==> src/logic/gpio_pin_pkg.sv <==
/*
  pin and bus data definitions for the gpio_lite peripheral
  imported by every block that carries pin, register or apb data
*/
package gpio_pin_pkg;

  // --------------------
  // widths
  // --------------------
  localparam int GPIO_WIDTH     = 16;  // pins per block
  localparam int APB_DATA_WIDTH = 32;  // apb pwdata / prdata

  // --------------------
  // vector types
  // --------------------

  // one bit per pin
  // pins, register contents and interrupt vector
  typedef logic [GPIO_WIDTH-1:0] gpio_pins_t;

  // full apb data word, upper bits unused by the registers
  typedef logic [APB_DATA_WIDTH-1:0] apb_data_t;

endpackage

==> src/logic/gpio_regmap_pkg.sv <==
/*
  register map of gpio_lite with addresses, reset values and
  address class decode used by the apb slave
*/
package gpio_regmap_pkg;
  import gpio_pin_pkg::*;

  localparam int GPIO_ADDR_WIDTH = 6;                  // paddr bits seen by the block
  typedef logic [GPIO_ADDR_WIDTH-1:0] gpio_addr_t;

  // --------------------
  // register addresses
  localparam gpio_addr_t GPR_DIRECTION_MODE = 6'h04;  // 1 = input, rw
  localparam gpio_addr_t GPR_OUTPUT_ENABLE  = 6'h08;  // driver enable, rw
  localparam gpio_addr_t GPR_OUTPUT_VALUE   = 6'h0C;  // value to drive, rw
  localparam gpio_addr_t GPR_INPUT_VALUE    = 6'h10;  // synchronized pins, ro
  localparam gpio_addr_t GPR_INT_STATUS     = 6'h20;  // edge status, ro, clear on read

  // reset values
  localparam gpio_pins_t GPRV_DIRECTION_MODE = '0;  // all outputs
  localparam gpio_pins_t GPRV_OUTPUT_ENABLE  = '0;  // drivers off
  localparam gpio_pins_t GPRV_OUTPUT_VALUE   = '0;
  localparam gpio_pins_t GPRV_INPUT_VALUE    = '0;
  localparam gpio_pins_t GPRV_INT_STATUS     = '0;  // no pending edges

  function automatic logic gpio_reg_readable(gpio_addr_t a);
    return (a == GPR_DIRECTION_MODE) || (a == GPR_OUTPUT_ENABLE) ||
           (a == GPR_OUTPUT_VALUE) || (a == GPR_INPUT_VALUE) || (a == GPR_INT_STATUS);
  endfunction

  function automatic logic gpio_reg_writable(gpio_addr_t a);  // config regs only
    return (a == GPR_DIRECTION_MODE) || (a == GPR_OUTPUT_ENABLE) || (a == GPR_OUTPUT_VALUE);
  endfunction

endpackage

==> src/logic/gpio_lite.sv <==
/*
  gpio_lite top level, 16 pin gpio on apb
  apb slave unit feeding the pin register block
*/
module gpio_lite
  import gpio_pin_pkg::*;
  import gpio_regmap_pkg::*;
(
  input  logic       pclk18,
  input  logic       n_reset18,
  // apb slave port
  input  logic       psel,
  input  logic       penable,
  input  logic       pwrite,
  input  gpio_addr_t paddr,
  input  apb_data_t  pwdata,
  output apb_data_t  prdata,
  output logic       pslverr,
  // pads
  input  gpio_pins_t pin_in,
  input  gpio_pins_t tri_state_enable,  // dft tristate
  output gpio_pins_t pin_out,
  output gpio_pins_t pin_oe_n,
  output logic       irq                // any status bit set
);

  // strobes between the apb unit and the registers
  logic       sub_read;
  logic       sub_write;
  gpio_addr_t sub_addr;
  gpio_pins_t sub_wdata;
  gpio_pins_t sub_rdata;
  gpio_pins_t sub_interrupt;  // per pin status

  gpio_lite_apb_unit apb_unit_i (
    .pclk18    (pclk18),
    .n_reset18 (n_reset18),
    .psel      (psel),
    .penable   (penable),
    .pwrite    (pwrite),
    .paddr     (paddr),
    .pwdata    (pwdata),
    .rdata     (sub_rdata),
    .interrupt (sub_interrupt),
    .prdata    (prdata),
    .pslverr   (pslverr),
    .irq       (irq),
    .read      (sub_read),
    .write     (sub_write),
    .addr      (sub_addr),
    .wdata     (sub_wdata)
  );

  gpio_lite_subunit subunit_i (
    .pclk18           (pclk18),
    .n_reset18        (n_reset18),
    .read             (sub_read),
    .write            (sub_write),
    .addr             (sub_addr),
    .wdata            (sub_wdata),
    .pin_in           (pin_in),
    .tri_state_enable (tri_state_enable),
    .interrupt        (sub_interrupt),
    .rdata            (sub_rdata),
    .pin_oe_n         (pin_oe_n),
    .pin_out          (pin_out)
  );

endmodule

==> src/logic/gpio_lite_apb_unit.sv <==
/*
  apb slave front end of gpio_lite, zero wait states
  turns transfers into read / write strobes for the register block,
  flags unmapped or read-only accesses and merges the irq vector
*/
module gpio_lite_apb_unit
  import gpio_pin_pkg::*;
  import gpio_regmap_pkg::*;
(
  input  logic       pclk18,
  input  logic       n_reset18,
  input  logic       psel,
  input  logic       penable,
  input  logic       pwrite,
  input  gpio_addr_t paddr,
  input  apb_data_t  pwdata,
  input  gpio_pins_t rdata,      // registered read data from subunit
  input  gpio_pins_t interrupt,  // per pin status
  output apb_data_t  prdata,
  output logic       pslverr,
  output logic       irq,
  output logic       read,
  output logic       write,
  output gpio_addr_t addr,
  output gpio_pins_t wdata
);

  logic setup_phase;   // psel, no penable
  logic access_phase;  // second and last cycle
  logic addr_rd_ok;
  logic addr_wr_ok;
  logic xfer_err;      // illegal for this direction

  // --------------------
  // transfer classification
  assign setup_phase  = psel & ~penable;
  assign access_phase = psel & penable;
  assign addr_rd_ok   = gpio_reg_readable(paddr);
  assign addr_wr_ok   = gpio_reg_writable(paddr);
  assign xfer_err     = pwrite ? ~addr_wr_ok : ~addr_rd_ok;  // unmapped or read-only

  // strobes, legal transfers only
  assign read  = setup_phase & ~pwrite & addr_rd_ok;   // data ready for access cycle
  assign write = access_phase & pwrite & addr_wr_ok;   // lands at end of access
  assign addr  = paddr;
  assign wdata = pwdata[GPIO_WIDTH-1:0];               // upper bus bits ignored

  assign prdata = {{(APB_DATA_WIDTH - GPIO_WIDTH){1'b0}}, rdata};  // zero extend

  // --------------------
  // error and irq flops
  always_ff @(posedge pclk18 or negedge n_reset18)
  begin
    if (!n_reset18)
    begin
      pslverr <= 1'b0;
      irq     <= 1'b0;
    end
    else
    begin
      pslverr <= setup_phase & xfer_err;  // high across the access cycle only
      irq     <= |interrupt;              // any pending edge
    end
  end

  // master holds psel through both phases
  a_penable_has_psel: assert property (@(posedge pclk18) disable iff (!n_reset18)
    penable |-> psel);

endmodule

==> src/logic/gpio_lite_subunit.sv <==
/*
  gpio_lite register block, one bit per pin
  direction, enable and value registers written on the write strobe,
  synchronized pin input with rising edge status, registered read data
*/
module gpio_lite_subunit
  import gpio_pin_pkg::*;
  import gpio_regmap_pkg::*;
(
  input  logic       pclk18,
  input  logic       n_reset18,
  input  logic       read,              // setup cycle of a legal read
  input  logic       write,             // access cycle of a legal write
  input  gpio_addr_t addr,
  input  gpio_pins_t wdata,
  input  gpio_pins_t pin_in,            // async from pads
  input  gpio_pins_t tri_state_enable,  // dft, forces drivers off
  output gpio_pins_t interrupt,
  output gpio_pins_t rdata,
  output gpio_pins_t pin_oe_n,          // active low driver enable
  output gpio_pins_t pin_out
);

  // --------------------
  // register state
  // --------------------
  gpio_pins_t direction_mode;  // 1 = input, 0 = output
  gpio_pins_t output_enable;   // 1 = drive pin
  gpio_pins_t output_value;    // pin value when driven
  gpio_pins_t input_value;     // synchronized pin value
  gpio_pins_t int_status;      // sticky rising edge flags

  // metastability chain
  gpio_pins_t sync_one;  // first stage at the pads
  gpio_pins_t sync_two;  // settled, compared against input_value

  // interrupt control
  gpio_pins_t int_event;          // 0 -> 1 between sync_two and input_value
  gpio_pins_t interrupt_trigger;  // event on an input pin
  gpio_pins_t status_clear;       // status read in progress

  // exact address hits, class is checked upstream
  logic ad_direction_mode;
  logic ad_output_enable;
  logic ad_output_value;
  logic ad_int_status;

  assign ad_direction_mode = (addr == GPR_DIRECTION_MODE);
  assign ad_output_enable  = (addr == GPR_OUTPUT_ENABLE);
  assign ad_output_value   = (addr == GPR_OUTPUT_VALUE);
  assign ad_int_status     = (addr == GPR_INT_STATUS);

  // --------------------
  // config registers
  // --------------------
  always_ff @(posedge pclk18 or negedge n_reset18)
  begin
    if (!n_reset18)
    begin
      direction_mode <= GPRV_DIRECTION_MODE;
      output_enable  <= GPRV_OUTPUT_ENABLE;
      output_value   <= GPRV_OUTPUT_VALUE;
    end
    else if (write)
    begin
      if (ad_direction_mode)
        direction_mode <= wdata;
      if (ad_output_enable)
        output_enable <= wdata;
      if (ad_output_value)
        output_value <= wdata;
    end
  end

  // --------------------
  // input synchronizer
  // --------------------
  // pin_in visible in input_value on the third edge
  always_ff @(posedge pclk18 or negedge n_reset18)
  begin
    if (!n_reset18)
    begin
      sync_one    <= '0;
      sync_two    <= '0;
      input_value <= GPRV_INPUT_VALUE;
    end
    else
    begin
      sync_one    <= pin_in;
      sync_two    <= sync_one;
      input_value <= sync_two;  // also the edge detector history
    end
  end

  // --------------------
  // edge interrupt
  // --------------------
  assign int_event         = sync_two & ~input_value;      // rising edge
  assign interrupt_trigger = int_event & direction_mode;   // inputs only
  assign status_clear      = {GPIO_WIDTH{read & ad_int_status}};

  // set lands with input_value update, a new edge beats the clear
  always_ff @(posedge pclk18 or negedge n_reset18)
  begin
    if (!n_reset18)
      int_status <= GPRV_INT_STATUS;
    else
      int_status <= (int_status & ~status_clear) | interrupt_trigger;
  end

  assign interrupt = int_status;  // combined into irq by the apb unit

  // --------------------
  // read data
  // --------------------
  // captured in setup, held for the access cycle, zero otherwise
  always_ff @(posedge pclk18 or negedge n_reset18)
  begin
    if (!n_reset18)
      rdata <= '0;
    else if (read)
    begin
      case (addr)
        GPR_DIRECTION_MODE:
          rdata <= direction_mode;
        GPR_OUTPUT_ENABLE:
          rdata <= output_enable;
        GPR_OUTPUT_VALUE:
          rdata <= output_value;
        GPR_INPUT_VALUE:
          rdata <= input_value;
        GPR_INT_STATUS:
          rdata <= int_status;  // value before the clear
        default:
          rdata <= '0;
      endcase
    end
    else
      rdata <= '0;
  end

  // --------------------
  // pin drivers
  // --------------------
  assign pin_out = output_value;

  // driven only when enabled, set as output and not forced off
  assign pin_oe_n = ~(output_enable & ~direction_mode) | tri_state_enable;

  // setup and access strobes never coincide
  a_no_rd_wr_same_cycle: assert property (@(posedge pclk18) disable iff (!n_reset18)
    !(read && write));

endmodule

==> config.mk <==
export PLATFORM = sky130hd
export DESIGN_NAME = gpio_lite
export DESIGN_NICKNAME = d
export VERILOG_FILES = /design/src/logic/gpio_pin_pkg.sv /design/src/logic/gpio_regmap_pkg.sv /design/src/logic/gpio_lite.sv /design/src/logic/gpio_lite_apb_unit.sv /design/src/logic/gpio_lite_subunit.sv
export SDC_FILE = /design/constraint.sdc
export NUM_CORES = 1
export LEC_CHECK = 0
export BUFFER_PORTS_ARGS = -buffer_cell sky130_fd_sc_hd__buf_4
export CORE_ASPECT_RATIO = 1.2
export CORE_UTILIZATION = 25
export DETAILED_ROUTE_END_ITERATION = 7
export SLEW_MARGIN = 20
export SYNTH_ARGS = -nofsm -noshare
export SYNTH_HDL_FRONTEND = slang
export SYNTH_SLANG_ARGS = --single-unit
==> constraint.sdc <==
create_clock -name pclk18 -period 2.85 [get_ports pclk18]
set_input_delay 0 -clock pclk18 [delete_from_list [all_inputs] [get_ports pclk18]]
set_output_delay 0 -clock pclk18 [all_outputs]
set_load 0.01 [all_outputs]
==> out/results.txt, run 1 <==
number of buffers between clock root and the deepest sink: 2
Hold Path Class: in2reg
number of warning messages in the yosys log: 0
outcome: finished, final reports clean
VDD IR max: 0.000323 V
Root Driver: sky130_fd_sc_hd__clkbuf_16
number of top-level pins: 141
worst clock skew: 0.00708 ns
total number of H-tree levels: 4
Gate Count Post-Synth: 404
count of instances resized after the clock tree is built: 0
critical path class: in2reg
clk sink count: 130
vertical die dimension: 164 microns
source-to-sink clock delay at the later pin of the worst-skew pair: 0.41 ns
category of the worst setup path launch point: input pin
worst-case reg-to-reg path depth: 2
# nets final: 622
routability cong.: 0.815
die extent in x: 137 microns
Initial Utilization: 0.254
layout-stage area growth over the synthesis result: 35.5%
first-iteration detailed-routing DRC count: 222
critical path endpoint category: register
leading cell type in the layout, fill and taps excluded: sky130_fd_sc_hd__dfrtp_1
Inserted Clock Buffers: 17
fin. max-slew vios: 0
synthesized area per cell: 13.6 sq um
R2R setup slack: 1.50 ns
Synth top area share: 0.593
sum of net half-perimeters after detailed placement: 9810 microns
non-filler instance count after layout: 834
max frequency: 479 MHz
Worst Path Max Fanout: 17
setup repair after global routing missed its margin: false
final cell utilization of the core: 0.343
power density cells: 590 nW/um^2
number of filler cells placed in the layout: 2085
clock-pin slew on the worst setup and hold paths: 0.06 ns
wire length of the first global-routing pass: 22200 microns
number of port buffers: 108
hold path startpoint: paddr[2]
die area: 22500 sq um
Avg Vias per Cell: 4.62
share of the yosys chip area belonging to registers: 0.593
number of global-route vias before repair: 4115
all-layer global routing usage: 0.132
total via count after detailed routing: 3855
post-synth cell types: 33
cell total after placement: 766
fraction of layout instances using a drive strength above 1: 0.346
data arrival time of the worst path: 2.38 ns
number of antenna violations at the first check in global routing: 0
Synth Register Bits: 130
global route total overflow: 0
critical path data required time: 3.14 ns
number of search-and-repair iterations in the first detailed-routing pass: 4
leading cell types in the layout, fill and taps excluded: 130 x sky130_fd_sc_hd__dfrtp_1, 116 x sky130_fd_sc_hd__buf_4, 48 x sky130_fd_sc_hd__mux2_1
worst relative slew slack: 0.448
total wire length after detailed routing: 14000 microns
number of nets still failing antenna checks after routing: 0
leakage component of the power: 0.00343 uW
setup violation total in the final timing report: 0
reg2reg end: apb_unit_i.irq$_DFF_PN0_
Netlist Area Pre-Place: 5480 sq um
post-route fraction of the period consumed by the critical path: 0.732
total power after layout: 4380 uW
worst hold path depth: 3
FF+latch area: 3250 sq um
worst hold slack after final layout: 0.0336 ns
maximum number of pins on one net before global-route repair: 68
top cells by area in the synthesized netlist: sky130_fd_sc_hd__dfrtp_1 59%, sky130_fd_sc_hd__mux2_1 9.9%, sky130_fd_sc_hd__and3b_1 5.1%
hold violation total from the final report: 0
number of core rows: 59
wire length per cell: 16.8 microns
area of combinational cells with multiple inputs: 2020 sq um
end of the worst hold path: subunit_i.rdata[1]$_DFF_PN0_
startpoint of the lowest-slack register-to-register path: subunit_i.interrupt[3]$_DFF_PN0_
Final TNS setup: 0 ns
slew at the pin closest to its max-slew limit: 0.827 ns
final antenna diode count: 0
Yosys top cell by area: sky130_fd_sc_hd__dfrtp_1
fin crit period: 2.09 ns
total of max-cap violations: 0
residual DRC count: 0
area inside the core boundary: 21600 sq um
CTS tree: done
==> Yosys cell counts <==
cell and instances:
sky130_fd_sc_hd__and3b_1 32, sky130_fd_sc_hd__a221oi_1 1, sky130_fd_sc_hd__mux2_1 48, sky130_fd_sc_hd__o2bb2ai_1 6
sky130_fd_sc_hd__nor2b_1 2, sky130_fd_sc_hd__nand4_1 1, sky130_fd_sc_hd__nor4_1 4, sky130_fd_sc_hd__buf_6 3
sky130_fd_sc_hd__o21ai_0 16, sky130_fd_sc_hd__nand2b_1 1, sky130_fd_sc_hd__nor4_2 1, sky130_fd_sc_hd__clkbuf_1 15
sky130_fd_sc_hd__nor4_4 1, sky130_fd_sc_hd__nand4_4 1, sky130_fd_sc_hd__a22oi_1 1, sky130_fd_sc_hd__nand3_1 32
sky130_fd_sc_hd__or2_1 1, sky130_fd_sc_hd__buf_4 17, sky130_fd_sc_hd__or4b_1 1, sky130_fd_sc_hd__and4b_1 1
sky130_fd_sc_hd__mux2_2 16, sky130_fd_sc_hd__and3_1 2, sky130_fd_sc_hd__buf_1 1, sky130_fd_sc_hd__a311oi_1 16
sky130_fd_sc_hd__or3b_1 1, sky130_fd_sc_hd__or3b_2 16, sky130_fd_sc_hd__buf_2 8, sky130_fd_sc_hd__xor2_1 1
sky130_fd_sc_hd__o2bb2ai_2 10, sky130_fd_sc_hd__conb_1 1, sky130_fd_sc_hd__dfrtp_1 130, sky130_fd_sc_hd__inv_1 1
sky130_fd_sc_hd__nand2_1 16
==> per-layer routing <==
metal  part of all wire  track usage  up-vias
met5                  0            0        -
met4              0.038       0.0779        0
met3              0.050       0.0330       37
met2               0.50        0.213      130
met1               0.41        0.157     1949
li1                   -            -     1739
==> kinds of logic after synthesis <==
logic type	share of synthesized area
DFF	0.593
and+or+nand+nor	0.145
buffers and inverters	0.0484
xor gates and xnor gates	0.00160
AOI/OAI and AO/OA	0.0801
muxes	0.131
other	0.000684
==> repair_timing <==
| action | CTS | global route |
|---|---|---|
| hold endpoints to repair | 128 | 0 |
| hold buffers | 36 | 0 |
| buffers inserted | 0 | 0 |
==> through the flow <==
stage,instance area (sq um),setup WS [ns]
3_5_place_dp,6510,0.825
5_1_grt,7430,0.680
2_1_floorplan,5540,1.24
6_report,7430,0.763
3_3_place_gp,6510,0.832
4_1_cts,7430,0.771
==> worst max path at each step <==
stage,startpoint,endpoint,slack [ns]
floorplan,paddr[5],subunit_i.output_enable[10]$_DFFE_PN0P_,1.24
global placement,penable,subunit_i.interrupt[3]$_DFF_PN0_,0.83
CTS,psel,subunit_i.interrupt[3]$_DFF_PN0_,0.77
detailed placement,penable,subunit_i.interrupt[3]$_DFF_PN0_,0.83
finish,psel,subunit_i.interrupt[3]$_DFF_PN0_,0.76
global route,psel,subunit_i.interrupt[2]$_DFF_PN0_,0.68
==> critical path, cell delays in order <==
cell and delay [ns]:
sky130_fd_sc_hd__dlygate4sd3_1 0.53, sky130_fd_sc_hd__buf_4 0.11, sky130_fd_sc_hd__or3b_1 0.33, sky130_fd_sc_hd__buf_4 0.22, sky130_fd_sc_hd__or4b_1 0.92, sky130_fd_sc_hd__o2bb2ai_1 0.27
==> area by class of cell <==
| class | count | area share |
|---|---|---|
| flip-flops and latches | 130 | 0.438 |
| multi-input cells | 244 | 0.272 |
| repair buffers | 153 | 0.168 |
| clock buffers | 18 | 0.0591 |
| well taps | 274 | 0.0461 |
| clock inverters | 14 | 0.0158 |
| inverters | 1 | 0.000505 |
==> flip-flops by register name, indices dropped and copies added (netlist names) <==
signal,count
subunit_i.sync_two,16
subunit_i.rdata,16
apb_unit_i.pslverr,1
subunit_i.output_enable,16
subunit_i.sync_one,16
subunit_i.interrupt,16
subunit_i.direction_mode,16
apb_unit_i.irq,1
subunit_i.pin_out,16
subunit_i.input_value,16
==> where the power goes <==
| group | internal, uW | leakage [uW] | total (uW) | switching, uW |
|---|---|---|---|---|
| clock network | 1160 | 0.000262 | 2030 | 867 |
| logic | 189 | 0.00155 | 354 | 165 |
| registers | 1930 | 0.00161 | 2000 | 69.2 |
| total | 3280 | 0.00343 | 4380 | 1100 |
Power figures use the tool's default switching activity.
==> run 2: changes to the inputs <==
==> constraint.sdc (replaced) <==
create_clock -name pclk18 -period 2.1 [get_ports pclk18]
set_input_delay 0 -clock pclk18 [delete_from_list [all_inputs] [get_ports pclk18]]
set_output_delay 0 -clock pclk18 [all_outputs]
set_load 0.01 [all_outputs]
==> run 2 against run 1 <==
Routed wire length shrank 1.0%. Largest power group unchanged. Critical path depth is the same. Register-to-register slack lost 0.63 ns. Clock skew up 0.0055 ns. Die area unchanged. Sequential power increased by 36%. Combinational power increased by 37%. Non-clock buffer count rose by 5. Global-route usage fell by 0.26 points.
==> out/results.txt, run 2 (synthesis results as in run 1) <==
setup repair after global routing missed its margin: false
final antenna diode count: 0 (unchanged)
post-route fraction of the period consumed by the critical path: 0.817
sum of net half-perimeters after detailed placement: 10000 microns (+2.4%)
Worst Path Max Fanout: 3 (-14)
series of cell instances along the critical path: dlygate4sd3_1, buf_4, nand2b_1, dlygate4sd3_1, a221oi_1, dlygate4sd3_1
Inserted Clock Buffers: 17 (unchanged)
number of search-and-repair iterations in the first detailed-routing pass: 4 (unchanged)
leakage component of the power: 0.00350 uW (+2.0%)
total via count after detailed routing: 3837 (-0.47%)
worst clock skew: 0.0125 ns (+0.00546 ns)
layout-stage area growth over the synthesis result: 38.1%
# nets final: 627 (+0.80%)
fraction of layout instances using a drive strength above 1: 0.351 (+0.00464)
outcome: finished, final reports clean
number of antenna violations at the first check in global routing: 0 (unchanged)
slew at the pin closest to its max-slew limit: 0.491 ns (-0.336 ns)
source-to-sink clock delay at the later pin of the worst-skew pair: 0.40 ns (about the same)
category of the worst setup path launch point: input pin
Initial Utilization: 0.254 (unchanged)
count of buffering cells on the critical path with inverters included: 4 (+1)
Root Driver: sky130_fd_sc_hd__clkbuf_16
number of top-level pins: 141 (unchanged)
VDD IR max: 0.000511 V (+58%)
hold violation total from the final report: 0 (unchanged)
CTS tree: done
wire length of the first global-routing pass: 21700 microns (-2.0%)
residual DRC count: 0 (unchanged)
die area: 22500 sq um (unchanged)
first-iteration detailed-routing DRC count: 118 (-47%)
area inside the core boundary: 21600 sq um (unchanged)
critical path endpoint category: register
critical path class: in2reg
data arrival time of the worst path: 2.05 ns (-0.33 ns)
number of core rows: 59 (unchanged)
all-layer global routing usage: 0.129 (-0.00264)
Hold Path Class: in2reg
max frequency: 583 MHz
number of port buffers: 108 (unchanged)
routability cong.: 0.838 (+2.8%)
leading cell types in the layout, fill and taps excluded: 130 x sky130_fd_sc_hd__dfrtp_1, 119 x sky130_fd_sc_hd__buf_4, 48 x sky130_fd_sc_hd__mux2_1
maximum number of pins on one net before global-route repair: 56 (-18%)
count of instances resized after the clock tree is built: 0 (unchanged)
Avg Vias per Cell: 4.58 (-0.94%)
Final TNS setup: 0 ns (unchanged)
global route total overflow: 0 (unchanged)
Post-Place Cell Area: 6580 sq um (+0.96%)
Worst path most repeated cell: sky130_fd_sc_hd__dlygate4sd3_1
worst relative slew slack: 0.669 (+0.221)
area of all placed cells without fillers: 7570 sq um (+1.9%)
fin crit period: 1.72 ns
power density cells: 835 nW/um^2 (+42%)
clk sink count: 130 (unchanged)
setup violation total in the final timing report: 0 (unchanged)
top cell family by delay on the critical path: buffers and inverters
fin. max-slew vios: 0 (unchanged)
vertical die dimension: 164 microns (unchanged)
critical path data required time: 2.43 ns (-0.71 ns)
die extent in x: 137 microns (unchanged)
total of max-cap violations: 0 (unchanged)
wire length per cell: 16.6 microns (-1.5%)
total number of H-tree levels: 4 (unchanged)
standard cell with the maximum stage delay on the critical path: sky130_fd_sc_hd__dlygate4sd3_1
number of buffers between clock root and the deepest sink: 2 (unchanged)
leading cell type in the layout, fill and taps excluded: sky130_fd_sc_hd__dfrtp_1
clock-pin slew on the worst setup and hold paths: 0.06 ns (about the same)
total wire length after detailed routing: 13900 microns (-1.0%)
number of global-route vias before repair: 3985 (-3.2%)
number of nets still failing antenna checks after routing: 0 (unchanged)
delay of the slowest cell on the worst path: 0.60 ns (-0.32 ns)
==> run 2: changes by cell type in the layout (fill, tap and decap cells not counted), sizes merged <==
| cell | delta |
|---|---|
| buf | +5 |
| bufinv | +4 |
| inv | -9 |
| clkbuf | +1 |
| clkinv | +4 |
| clkinvlp | -1 |
==> run 2: worst register-to-register path: cells and delay by family (launching register included) <==
family / cells / cell delay, ns
AND/OR/NAND/NOR: 2 / 0.66
flip-flops: 1 / 0.40
==> run 2: through the flow <==
step | cells | utilization | power, uW | worst slack [ns] | hold slack [ns]
3_3_place_gp | 771 | 0.304 | 3180 | 0.325 | -0.0445
4_1_cts | 838 | 0.350 | 6400 | 0.396 | 0.0191
3_5_place_dp | 771 | 0.304 | 3200 | 0.262 | -0.0336
5_1_grt | 838 | 0.350 | 6560 | 0.328 | 0.0425
2_1_floorplan | 419 | - | 2950 | 0.486 | -0.296
6_report | 838 | 0.350 | 6330 | 0.385 | 0.0408
==> run 2: worst paths after layout <==
path	slack, ns	endpoint	start	cells after the start
hold / removal	0.04	subunit_i.rdata[9]$_DFF_PN0_	paddr[2]	3
setup / recovery	0.38	apb_unit_i.pslverr$_DFF_PN0_	psel	6
max in group asynchronous	1.29	subunit_i.input_value[4]$_DFF_PN0_	n_reset18	3
hold reg to reg	0.35	subunit_i.sync_two[1]$_DFF_PN0_	subunit_i.sync_one[1]$_DFF_PN0_	0
min in group asynchronous	0.06	subunit_i.sync_one[1]$_DFF_PN0_	n_reset18	2
setup reg to reg	0.87	apb_unit_i.irq$_DFF_PN0_	subunit_i.interrupt[3]$_DFF_PN0_	2
==> run 2: routing by layer <==
layer | up-vias | GRT usage | wire length (microns)
met4 | 0 | 0.0629 | 338
met2 | 108 | 0.215 | 7080
met3 | 22 | 0.0281 | 555
met1 | 1967 | 0.158 | 5930
met5 | - | 0 | 0
li1 | 1740 | - | -
==> run 2: layout make-up <==
type,count,area [sq um]
tap,274,343
clock buffer,19,453
multi-input combinational,244,2020
clock inverter,12,183
sequential,130,3250
timing repair buffer,158,1310
fill,2115,14100
inverter,1,3.75
==> run 2: power by group <==
| group | internal [uW] | leakage, uW | switching, uW | total [uW] |
|---|---|---|---|---|
| combinational | 262 | 0.00158 | 223 | 484 |
| clock | 2050 | 0.000301 | 1080 | 3120 |
| sequential | 2630 | 0.00161 | 93.0 | 2720 |
| total | 4930 | 0.00350 | 1390 | 6330 |
==> run 2: what timing repair did <==
action / CTS / global route
hold buffers: 36 / 0
endpoints found under the hold margin: 165 / 0
setup buffers: 0 / 0
==> run 3: changes to the inputs <==
==> constraint.sdc (replaced) <==
create_clock -name pclk18 -period 1.4 [get_ports pclk18]
set_input_delay 0 -clock pclk18 [delete_from_list [all_inputs] [get_ports pclk18]]
set_output_delay 0 -clock pclk18 [all_outputs]
set_load 0.01 [all_outputs]
==> run 3 against run 2 <==
Critical path depth fell by 4. Clock power grew 29%. Combinational power grew 76%. Non-clock buffer count rose by 27. Core utilization is 1.6 points higher. Clock skew fell by 0.0039 ns. Hold slack better by 0.0037 ns. First-iteration DRC count rose by 84%. Via count up 2.4%. Design area up 4.7%. Sequential power rose by 50%. Flip-flop and latch count unchanged. Highest routed layer is now met5.
==> out/results.txt, run 3 (synthesis results as in run 1) <==
outcome: finished, final reports clean
CTS tree: done
setup repair after global routing missed its margin: false
layout-stage area growth over the synthesis result: 44.5%
Root Driver: sky130_fd_sc_hd__clkbuf_16
vertical die dimension: 164 microns (unchanged)
fin crit period: 1.35 ns
Inserted Clock Buffers: 17 (unchanged)
leading cell type in the layout, fill and taps excluded: sky130_fd_sc_hd__buf_4
Avg Vias per Cell: 4.54 (-0.89%)
hold path startpoint: psel
max frequency: 739 MHz
number of port buffers: 108 (unchanged)
fraction of layout instances using a drive strength above 1: 0.434 (+0.0831)
Clk pwr share: 0.451 (-0.043)
all-layer global routing usage: 0.136 (+0.00636)
number of buffers between clock root and the deepest sink: 2 (unchanged)
Hold Path Class: in2reg
# nets final: 654 (+4.3%)
startpoint of the most critical setup path: subunit_i.direction_mode[8]$_DFFE_PN0P_
die area: 22500 sq um (unchanged)
source-to-sink clock delay at the later pin of the worst-skew pair: 0.41 ns (about the same)
residual DRC count: 0 (unchanged)
power density cells: 1130 nW/um^2 (+35%)
startpoint of the lowest-slack register-to-register path: subunit_i.interrupt[3]$_DFF_PN0_
leading cell types in the layout, fill and taps excluded: 130 x sky130_fd_sc_hd__buf_4, 129 x sky130_fd_sc_hd__dfrtp_1, 34 x sky130_fd_sc_hd__dlygate4sd3_1
cell total after placement: 782 (+1.4%)
critical path endpoint category: output port
wire length of the first global-routing pass: 23200 microns (+6.6%)
sum of net half-perimeters after detailed placement: 10400 microns (+4.0%)
total via count after detailed routing: 3930 (+2.4%)
switching share of power: 0.246 (+0.0256)
Initial Utilization: 0.254 (unchanged)
total number of H-tree levels: 4 (unchanged)
net switching power: 2200 uW (+58%)
relative contribution of combinational cells to total power: 0.095 (+0.018)
first-iteration detailed-routing DRC count: 217 (+84%)
total wire length after detailed routing: 14500 microns (+4.2%)
non-filler instance count after layout: 866 (+3.3%)
fin. max-slew vios: 0 (unchanged)
clock-pin slew on the worst setup and hold paths: 0.06 ns (about the same)
worst clock skew: 0.00868 ns (-0.00386 ns)
critical path data required time: 1.40 ns (-1.03 ns)
number of search-and-repair iterations in the first detailed-routing pass: 4 (unchanged)
Worst Path Max Fanout: 2 (-1)
Post-Place Cell Area: 6800 sq um (+3.5%)
clk sink count: 130 (unchanged)
critical path class: reg2out
setup violation total in the final timing report: 0 (unchanged)
VDD IR max: 0.000740 V (+45%)
number of antenna violations at the first check in global routing: 1 (+1)
leakage component of the power: 0.00370 uW (+5.8%)
die extent in x: 137 microns (unchanged)
data arrival time of the worst path: 1.35 ns (-0.70 ns)
post-route fraction of the period consumed by the critical path: 0.966
P_int: 6760 uW (+37%)
maximum number of pins on one net before global-route repair: 48 (-14%)
global route total overflow: 0 (unchanged)
number of core rows: 59 (unchanged)
final cell utilization of the core: 0.366 (+0.0163)
number of top-level pins: 141 (unchanged)
portion of total power attributed to sequential cells: 0.454 (+0.024)
hold violation total from the final report: 0 (unchanged)
final antenna diode count: 0 (unchanged)
area inside the core boundary: 21600 sq um (unchanged)
number of global-route vias before repair: 4243 (+6.5%)
wire length per cell: 16.7 microns (+0.79%)
total of max-cap violations: 0 (unchanged)
routability cong.: 0.779 (-7.1%)
category of the worst setup path launch point: register
final setup margin: 0.0473 ns (-0.337 ns)
Post-Place Setup Slack: -0.139 ns (-0.401 ns)
area of all placed cells without fillers: 7920 sq um (+4.7%)
number of nets still failing antenna checks after routing: 0 (unchanged)
==> run 3: cell count changes in the layout (fill, tap and decap cells not counted), moves of 2 or more <==
cell	delta
sky130_fd_sc_hd__inv_6	+4
sky130_fd_sc_hd__or3b_4	+16
sky130_fd_sc_hd__buf_6	+15
sky130_fd_sc_hd__mux2_4	+29
sky130_fd_sc_hd__buf_12	+3
sky130_fd_sc_hd__mux2_1	-29
sky130_fd_sc_hd__buf_4	+11
sky130_fd_sc_hd__dlygate4sd3_1	-2
sky130_fd_sc_hd__or3b_2	-16
sky130_fd_sc_hd__bufinv_16	-4
==> run 3: through the flow <==
step	power [uW]	setup TNS (ns)	hold slack [ns]
after floorplan	4460	-3.63	-0.296
after global placement	4830	-2.42	-0.0957
after detailed placement	4860	-3.73	-0.0904
after CTS	9070	0	0.0185
after global routing	9360	0	0.0403
final	8960	0	0.0446
==> run 3: power groups by stage <==
stage	clock (uW)	sequential, uW	combinational (uW)
detailed placement	0	4150	711
CTS	4140	4070	863
global route	4340	4090	934
finish	4040	4070	853
global placement	0	4140	688
floorplan	0	4100	361
==> run 3: path summary, 6_finish.rpt <==
path | to | depth (start not counted) | slack [ns]
worst max-delay path | pin_oe_n[8] | 2 | 0.05
worst min-delay path | apb_unit_i.pslverr$_DFF_PN0_ | 4 | 0.04
worst max register to register | apb_unit_i.irq$_DFF_PN0_ | 2 | 0.22
worst min register to register | subunit_i.sync_two[2]$_DFF_PN0_ | 0 | 0.35
max in group asynchronous | subunit_i.sync_two[4]$_DFF_PN0_ | 3 | 0.73
min in group asynchronous | subunit_i.rdata[8]$_DFF_PN0_ | 2 | 0.07
==> run 3: layout make-up <==
class,count,area (sq um)
Clock buffer,19,443
Clock inverter,13,104
Inverter,1,3.75
Fill cell,2080,13700
Multi-Input combinational cell,244,2170
Tap cell,274,343
Timing Repair Buffer,185,1610
Sequential cell,130,3250
==> run 3: critical path: stages, from the launching register on <==
cell and delay (ns):
sky130_fd_sc_hd__dfrtp_1 0.40, sky130_fd_sc_hd__or3b_4 0.40, sky130_fd_sc_hd__buf_4 0.15
==> run 3: metal layers <==
layer / GRT usage / share of wire
met5: 0 / 0.0012
met2: 0.227 / 0.52
met1: 0.166 / 0.41
met4: 0.0549 / 0.022
met3: 0.0321 / 0.050
==> run 3: repair_timing <==
item                                    in CTS  in global routing
hold endpoints to repair                   195                  0
gates resized for setup                     28                  4
endpoints found under the setup margin      16                  3
hold buffers                                34                  0
buffers inserted                            18                  0
